$ cat src/lock_config.svh
`ifndef LOCK_CONFIG_SVH
`define LOCK_CONFIG_SVH

// password and display words, three bcd nibbles
`define LOCK_PASSWORD       12'h246
`define LOCK_PASS_PATTERN   12'hBCC
`define LOCK_IDLE_DISPLAY   12'hFFF

// failed tries before lockout, fits the 3-bit counter
`define LOCK_MAX_TRIES      3'd6

// tone timing in clock cycles, short for simulation
`define TONE_CLICK_HALF      4   // board 50000
`define TONE_CLICK_LEN       40  // board 10000000
`define TONE_SUCCESS_HALF    2   // board 25000
`define TONE_SUCCESS_LEN     60  // board 30000000
`define TONE_FAIL_HALF       8   // board 100000
`define TONE_FAIL_LEN        90  // board 15000000

// silent stretch inside the failure tone
`define TONE_FAIL_GAP_START  30  // board 5000000
`define TONE_FAIL_GAP_END    60  // board 10000000

`endif

$ cat src/lock_pkg.sv
package lock_pkg;

    typedef enum logic {
        KEY_DIGIT = 1'b0,
        KEY_CMD   = 1'b1
    } key_kind_e;

    typedef enum logic [3:0] {
        CMD_ENTER = 4'd0,  // submit the code
        CMD_CLEAR = 4'd1,  // drop current entry
        CMD_ADMIN = 4'd2   // clear tries and lockout
    } lock_cmd_e;

    // one key event word, kind bit selects the view
    typedef union packed {
        struct packed {
            key_kind_e  kind;
            logic [3:0] value;  // bcd digit 0..9
        } dig;
        struct packed {
            key_kind_e kind;
            lock_cmd_e cmd;
        } cmd;
    } key_event_u;

    typedef enum logic [1:0] {
        TONE_NONE    = 2'd0,
        TONE_CLICK   = 2'd1,
        TONE_SUCCESS = 2'd2,
        TONE_FAIL    = 2'd3
    } tone_e;

endpackage

$ cat src/key_decoder.sv
`timescale 1ns/1ps

module key_decoder import lock_pkg::*; (
    input  logic       clk,
    input  logic       rst,
    input  logic [15:0] keys,
    output logic       key_valid,
    output key_event_u key_event
);

    logic [15:0] keys_q;     // registered key vector
    logic [15:0] keys_prev;  // vector one cycle earlier
    logic        map_valid;
    key_event_u  map_event;

    // board layout, exact one-hot values only
    always_comb begin
        map_valid = 1'b1;
        map_event = '0;
        map_event.dig.kind = KEY_DIGIT;
        case (keys_q)
            16'h0008: map_event.dig.value = 4'd0;
            16'h0080: map_event.dig.value = 4'd1;
            16'h0040: map_event.dig.value = 4'd2;
            16'h0020: map_event.dig.value = 4'd3;
            16'h0800: map_event.dig.value = 4'd4;
            16'h0400: map_event.dig.value = 4'd5;
            16'h0200: map_event.dig.value = 4'd6;
            16'h8000: map_event.dig.value = 4'd7;
            16'h4000: map_event.dig.value = 4'd8;
            16'h2000: map_event.dig.value = 4'd9;
            16'h0001: begin
                map_event.cmd.kind = KEY_CMD;
                map_event.cmd.cmd  = CMD_ENTER;
            end
            16'h1000: begin
                map_event.cmd.kind = KEY_CMD;
                map_event.cmd.cmd  = CMD_CLEAR;
            end
            16'h0100: begin
                map_event.cmd.kind = KEY_CMD;
                map_event.cmd.cmd  = CMD_ADMIN;
            end
            default: map_valid = 1'b0;  // unmapped or several keys
        endcase
    end

    always_ff @(posedge clk) begin
        if (rst) begin
            keys_q    <= '0;
            keys_prev <= '0;
            key_valid <= 1'b0;
        end else begin
            keys_q    <= keys;
            keys_prev <= keys_q;
            key_valid <= map_valid && (keys_prev == '0);  // press edge only
        end
    end

    always_ff @(posedge clk) begin
        key_event <= map_event;
    end

endmodule

$ cat src/code_lock.sv
`timescale 1ns/1ps
`include "lock_config.svh"

module code_lock import lock_pkg::*; (
    input  logic       clk,
    input  logic       rst,
    input  logic       key_valid,
    input  key_event_u key_event,
    output logic [11:0] display,
    output logic [2:0] tries,
    output logic       unlocked,
    output logic       locked,
    output logic       tone_start,
    output tone_e      tone_kind
);

    logic [1:0]  digit_cnt;   // digits entered so far
    logic [2:0]  tries_next;
    logic        entry_open;  // digits and enter accepted
    logic [11:0] shifted;

    assign tries_next = tries + 3'd1;
    assign entry_open = !locked && !unlocked;

    // first digit on an idle display clears the upper nibbles
    assign shifted = (display == `LOCK_IDLE_DISPLAY) ?
                     {8'h00, key_event.dig.value} :
                     {display[7:0], key_event.dig.value};

    always_ff @(posedge clk) begin
        if (rst) begin
            display    <= `LOCK_IDLE_DISPLAY;
            tries      <= '0;
            unlocked   <= 1'b0;
            locked     <= 1'b0;
            digit_cnt  <= '0;
            tone_start <= 1'b0;
            tone_kind  <= TONE_NONE;
        end else begin
            tone_start <= 1'b0;
            if (key_valid) begin
                if (key_event.dig.kind == KEY_DIGIT) begin
                    if (entry_open && digit_cnt < 2'd3) begin
                        display    <= shifted;
                        digit_cnt  <= digit_cnt + 2'd1;
                        tone_start <= 1'b1;
                        tone_kind  <= TONE_CLICK;
                    end
                end else begin
                    case (key_event.cmd.cmd)
                        CMD_ADMIN: begin  // works even when locked
                            display   <= `LOCK_IDLE_DISPLAY;
                            digit_cnt <= '0;
                            tries     <= '0;
                            locked    <= 1'b0;
                            unlocked  <= 1'b0;
                        end
                        CMD_CLEAR: begin
                            if (!locked) begin
                                display   <= `LOCK_IDLE_DISPLAY;
                                digit_cnt <= '0;
                                unlocked  <= 1'b0;  // tries kept
                            end
                        end
                        CMD_ENTER: begin
                            if (entry_open && digit_cnt == 2'd3) begin
                                tone_start <= 1'b1;
                                if (display == `LOCK_PASSWORD) begin
                                    display   <= `LOCK_PASS_PATTERN;
                                    unlocked  <= 1'b1;
                                    tone_kind <= TONE_SUCCESS;
                                end else begin
                                    tries     <= tries_next;
                                    digit_cnt <= '0;
                                    tone_kind <= TONE_FAIL;
                                    if (tries_next == `LOCK_MAX_TRIES) begin
                                        display <= '0;  // lockout shows zeros
                                        locked  <= 1'b1;
                                    end else begin
                                        display <= `LOCK_IDLE_DISPLAY;
                                    end
                                end
                            end
                        end
                        default: ;  // unknown command code
                    endcase
                end
            end
        end
    end

endmodule

$ cat src/tone_generator.sv
`timescale 1ns/1ps
`include "lock_config.svh"

module tone_generator import lock_pkg::*; (
    input  logic  clk,
    input  logic  rst,
    input  logic  tone_start,
    input  tone_e tone_kind,
    output logic  buzzer
);

    tone_e       active;    // pattern being played
    logic [15:0] dur_cnt;   // cycles since tone_start
    logic [15:0] half_cnt;  // cycles since last toggle
    logic [15:0] half_lim;
    logic [15:0] len;
    logic        in_gap;

    always_comb begin
        case (active)
            TONE_CLICK: begin
                half_lim = 16'(`TONE_CLICK_HALF);
                len      = 16'(`TONE_CLICK_LEN);
            end
            TONE_SUCCESS: begin
                half_lim = 16'(`TONE_SUCCESS_HALF);
                len      = 16'(`TONE_SUCCESS_LEN);
            end
            TONE_FAIL: begin
                half_lim = 16'(`TONE_FAIL_HALF);
                len      = 16'(`TONE_FAIL_LEN);
            end
            default: begin
                half_lim = '0;
                len      = '0;
            end
        endcase
    end

    // broken failure tone, silent in the middle
    assign in_gap = (active == TONE_FAIL) &&
                    (dur_cnt >= 16'(`TONE_FAIL_GAP_START)) &&
                    (dur_cnt < 16'(`TONE_FAIL_GAP_END));

    always_ff @(posedge clk) begin
        if (rst) begin
            active   <= TONE_NONE;
            dur_cnt  <= '0;
            half_cnt <= '0;
            buzzer   <= 1'b0;
        end else if (tone_start) begin  // restart whatever plays
            active   <= tone_kind;
            dur_cnt  <= '0;
            half_cnt <= '0;
            buzzer   <= (tone_kind != TONE_NONE);
        end else if (active != TONE_NONE) begin
            dur_cnt <= dur_cnt + 16'd1;
            if (half_cnt >= half_lim) begin
                half_cnt <= '0;
                buzzer   <= ~buzzer;
            end else begin
                half_cnt <= half_cnt + 16'd1;
            end
            if (in_gap)
                buzzer <= 1'b0;
            if (dur_cnt >= len) begin  // pattern done
                active <= TONE_NONE;
                buzzer <= 1'b0;
            end
        end else begin
            buzzer <= 1'b0;
        end
    end

endmodule

$ cat src/lock_top.sv
`timescale 1ns/1ps

module lock_top import lock_pkg::*; (
    input  logic        clk,
    input  logic        rst,
    input  logic [15:0] keys,
    output logic [11:0] display,
    output logic [2:0]  tries,
    output logic        unlocked,
    output logic        locked,
    output logic        buzzer
);

    logic       key_valid;
    key_event_u key_event;
    logic       tone_start;
    tone_e      tone_kind;

    key_decoder u_key_decoder (
        .clk       (clk),
        .rst       (rst),
        .keys      (keys),
        .key_valid (key_valid),
        .key_event (key_event)
    );

    code_lock u_code_lock (
        .clk        (clk),
        .rst        (rst),
        .key_valid  (key_valid),
        .key_event  (key_event),
        .display    (display),
        .tries      (tries),
        .unlocked   (unlocked),
        .locked     (locked),
        .tone_start (tone_start),
        .tone_kind  (tone_kind)
    );

    tone_generator u_tone_generator (
        .clk        (clk),
        .rst        (rst),
        .tone_start (tone_start),
        .tone_kind  (tone_kind),
        .buzzer     (buzzer)
    );

endmodule

$ cat config.mk
export PLATFORM = sky130hd
export DESIGN_NAME = lock_top
export DESIGN_NICKNAME = d
export VERILOG_FILES = /design/src/lock_pkg.sv /design/src/key_decoder.sv /design/src/code_lock.sv /design/src/tone_generator.sv /design/src/lock_top.sv
export VERILOG_INCLUDE_DIRS = /design/src
export SDC_FILE = /design/constraint.sdc
export NUM_CORES = 1
export LEC_CHECK = 0
export BUFFER_PORTS_ARGS = -buffer_cell sky130_fd_sc_hd__buf_2
export CORE_MARGIN = 8
export CORE_UTILIZATION = 63
export CTS_CLUSTER_SIZE = 14
export DETAILED_ROUTE_END_ITERATION = 16
export PLACE_DENSITY = 0.91
export RECOVER_POWER = 25
export SETUP_SLACK_MARGIN = 0.3
export SYNTH_ARGS = -nofsm -noshare
export SYNTH_HDL_FRONTEND = slang
export SYNTH_SLANG_ARGS = --single-unit
export TNS_END_PERCENT = 5
$ cat constraint.sdc
create_clock -name clk -period 5.4 [get_ports clk]
set_input_delay 1.08 -clock clk [delete_from_list [all_inputs] [get_ports clk]]
set_output_delay 1.08 -clock clk [all_outputs]
set_load 0.02 [all_outputs]
==> reports/metrics.json <==
{
  "relSlewSlack": -0.3965,
  "violations_in_the_final_reports": "capacitance limit, slew limit",
  "worst_hold_path.num_cells": 1,
  "worst_hold_startpoint": "u_tone_generator.half_cnt[12]",
  "yosys.cell_count.top_type": "sky130_fd_sc_hd__dfxtp_1",
  "io_pins": 36,
  "nets": 503,
  "cp_launch_point": "rst",
  "post_route_wl_um": 7861,
  "layout.area.seq_um2": 1902,
  "synth.avg_cell_area_um2": 9.475,
  "cts_buffers": 9,
  "report.final.setup_viol": 0,
  "grtUsageTotal": 0.1682,
  "rr_worst_depth": 7,
  "ctsHtreeMaxLevel": 3,
  "clock_sink_count": 95,
  "worst_clock_skew_ns": 0.008599,
  "initial_core_util": 0.6498,
  "synthesis.nets": 471,
  "detail_route.drc_violations": 0,
  "synth_area_leaders": "sky130_fd_sc_hd__dfxtp_1 46%, sky130_fd_sc_hd__ha_1 6.1%, sky130_fd_sc_hd__nor2b_1 5.3%",
  "design.die.area_um2": 9351,
  "final_hold_viol_count": 0,
  "synth.distinct_cells": 61,
  "post-dp-hpwl_um": 5685,
  "worst_min_path_class": "flip-flop to flip-flop",
  "fillers": 473,
  "tightest_slew_ns": 2.095,
  "clk-insertion-delay-late_ns": 0.35,
  "synth.ff_latch_count": 95,
  "cp_slowest_cell": "sky130_fd_sc_hd__clkbuf_1",
  "timing.critical_path.buf_inv": 1,
  "ctsLongestPathBuffers": 2,
  "min_delay_worst_endpoint": "u_tone_generator.half_cnt[12]",
  "final_min_period_over_clock_period": 0.5773,
  "global_route.overflow_total": 0,
  "grt_first_pass_wirelength_um": 13700,
  "core_region_area_um2": 6314,
  "cp.arrival_ns": 3.37,
  "cp_max_fo": 52,
  "path_class": "input pin to flip-flop",
  "postSynthCellCount": 433,
  "tritoncts_clock_tree": "yes",
  "signed_area_change_from_the_synthesized_netlist_to_the_final_layout_pct": 10.25,
  "timing.final.max_slew_violations": 53,
  "async_reset_ff_frac": 0,
  "routedWlPerCell_um": 14.37,
  "die_height_um": 96.70,
  "vias": 3184,
  "grt_pass1_vias": 3160,
  "period_minus_slack_ns": 3.117,
  "crit_chain": "clkbuf_1 > nor2_1 > o21a_1 > and2_1",
  "yosysSeqAreaShare": 0.4636,
  "synth_commonest_cells": "95 x sky130_fd_sc_hd__dfxtp_1, 42 x sky130_fd_sc_hd__nor2_1, 35 x sky130_fd_sc_hd__nor2b_1, 20 x sky130_fd_sc_hd__ha_1",
  "reg2reg_to": "u_tone_generator.half_cnt[3]",
  "synth_top_cell_by_area": "sky130_fd_sc_hd__dfxtp_1",
  "gpl.final_weighted_congestion": 0.8317,
  "maximum_number_of_pins_on_one_net_before_global_route_repair": 53,
  "cts_post_setup_buffers_inserted": 0,
  "synth-edff-count": 0,
  "slowest_stage_delay_on_critical_path_ns": 1.47,
  "flop2flop_setup_slack_ns": 2.86,
  "drtAntennaViolNets": 0,
  "leakage_nw": 1.781,
  "antenna-diode-count": 0,
  "synth_top_area_frac": 0.4636,
  "initial_drt_markers": 156,
  "critical_path.startpoint_type": "input pin",
  "postSynth.topFlopCell": "sky130_fd_sc_hd__dfxtp_1",
  "endpoint_type_of_the_worst_setup_path": "flip-flop",
  "mappedNetlistArea_um2": 4103,
  "fin_setup_tns_ns": 0,
  "irDropWorstVdd_uv": 216.6,
  "postCtsHoldBufs": 0,
  "die_width_um": 96.70,
  "power_density_over_the_cells_nw_per_um2": 281.5,
  "max_freq_mhz": 320.8,
  "cts_repair_resize_count": 0,
  "cell_at_the_root_of_the_clock_tree": "sky130_fd_sc_hd__clkbuf_8",
  "worst-endpoint-required_ns": 5.65,
  "rsz0062_at_grt": "no",
  "portBuffers": 35,
  "area_taken_by_multi_input_logic_gates_um2": 2074,
  "route.detailed.vias_per_inst": 5.821,
  "final_instance_count_excl_fillers": 547,
  "worst_setup_hold_path_clk_slew_ns": 0.08,
  "status": "finished with violations",
  "total_power_w": 0.001273,
  "final_layout_size_suffix_gt1_frac": 0.1362,
  "top_cell_family_by_delay_on_the_critical_path": "buffers and inverters",
  "firstDrtPassIters": 4,
  "grt_antenna_before_repair": 0,
  "yosysWarningCount": 0,
  "rr_startpoint": "u_tone_generator.active[0]",
  "post-place-cells": 531,
  "row_count": 29,
  "max_capacitance_violation_total": 1
}
==> registers in the layout, summed over array words and instances, names as in the netlist, 2 cells and up <==
register	cells
u_key_decoder.keys_prev	16
u_key_decoder.keys_q	16
u_tone_generator.dur_cnt	16
u_tone_generator.half_cnt	16
u_code_lock.display	12
u_key_decoder.key_event	5
u_code_lock.tries	3
u_code_lock.digit_cnt	2
u_code_lock.tone_kind	2
u_tone_generator.active	2
==> cell type report <==
class | instances | area share
Multi-Input combinational cell | 307 | 0.4586
Clock inverter | 5 | 0.01798
Inverter | 17 | 0.01411
Clock buffer | 11 | 0.02905
Timing Repair Buffer | 35 | 0.03845
Tap cell | 77 | 0.02130
Sequential cell | 95 | 0.4205
==> metal layers <==
layer	vias to the layer above	global-route usage	routed length [um]
li1	1600	-	-
met1	1489	0.1957	3582
met2	79	0.2828	3887
met3	16	0.03272	256
met4	0	0.09349	135
met5	-	0	0
==> worst max path at each step <==
stage / cells past startpoint / slack (ns) / to
2_1_floorplan: 8 / 3.52 / u_tone_generator.buzzer
3_3_place_gp: 5 / 2.89 / u_key_decoder.key_valid
3_5_place_dp: 3 / 2.90 / u_tone_generator.half_cnt[3]
4_1_cts: 7 / 2.87 / u_tone_generator.half_cnt[3]
5_1_grt: 4 / 2.00 / u_tone_generator.half_cnt[14]
6_report: 4 / 2.28 / u_tone_generator.half_cnt[14]
==> power breakdown <==
| part | leakage [nW] | internal (W) | switching (W) |
|---|---|---|---|
| Clock | 0.104 | 0.000262 | 0.000232 |
| Sequential | 0.773 | 0.000712 | 0.0000127 |
| Combinational | 0.905 | 0.0000261 | 0.0000284 |
==> logic make-up after synthesis <==
kind of cell,after synthesis,synth area share
adder cells (fa/ha/maj),20,0.06099
XOR/XNOR,23,0.04910
AND/OR/NAND/NOR,193,0.2699
AO/OA/AOI/OAI,70,0.1247
flip-flops,95,0.4636
multiplexers,1,0.002440
buffers and inverters,31,0.02928
==> layout by cell type, fill, tap and decap left out, types with 3 or more instances in the layout <==
| master | n |
|---|---|
| sky130_fd_sc_hd__o22a_1 | 5 |
| sky130_fd_sc_hd__inv_1 | 17 |
| sky130_fd_sc_hd__xnor2_1 | 7 |
| sky130_fd_sc_hd__and4_1 | 3 |
| sky130_fd_sc_hd__a211oi_1 | 3 |
| sky130_fd_sc_hd__o21ai_0 | 13 |
| sky130_fd_sc_hd__nand4_1 | 11 |
| sky130_fd_sc_hd__nor3_1 | 6 |
| sky130_fd_sc_hd__a2bb2oi_1 | 7 |
| sky130_fd_sc_hd__nand2_1 | 17 |
| sky130_fd_sc_hd__or3_1 | 5 |
| sky130_fd_sc_hd__dfxtp_1 | 95 |
| sky130_fd_sc_hd__and2_1 | 7 |
| sky130_fd_sc_hd__nor2_1 | 42 |
| sky130_fd_sc_hd__a311oi_1 | 5 |
| sky130_fd_sc_hd__clkbuf_8 | 9 |
| sky130_fd_sc_hd__and3_1 | 16 |
| sky130_fd_sc_hd__nor4_1 | 15 |
| sky130_fd_sc_hd__buf_2 | 34 |
| sky130_fd_sc_hd__nor2b_1 | 35 |
| sky130_fd_sc_hd__clkbuf_1 | 3 |
| sky130_fd_sc_hd__nand2b_1 | 6 |
| sky130_fd_sc_hd__a21oi_1 | 15 |
| sky130_fd_sc_hd__or2_2 | 3 |
| sky130_fd_sc_hd__nand3_1 | 9 |
| sky130_fd_sc_hd__ha_1 | 20 |
| sky130_fd_sc_hd__xor2_1 | 16 |
==> through the flow <==
step / util / hold slack (ns) / setup WS (ns) / cell area [um2]
after CTS: 0.7176 / 0.4717 / 2.870 / 4531
after floorplan: - / 0.4302 / 3.522 / 4103
final: 0.7164 / 0.4715 / 2.283 / 4523
after global placement: 0.6839 / 0.4482 / 2.885 / 4318
after global routing: 0.7164 / 0.4884 / 2.001 / 4523
after detailed placement: 0.6839 / 0.4520 / 2.903 / 4318
No activity file was read; power rests on OpenSTA's default activity.
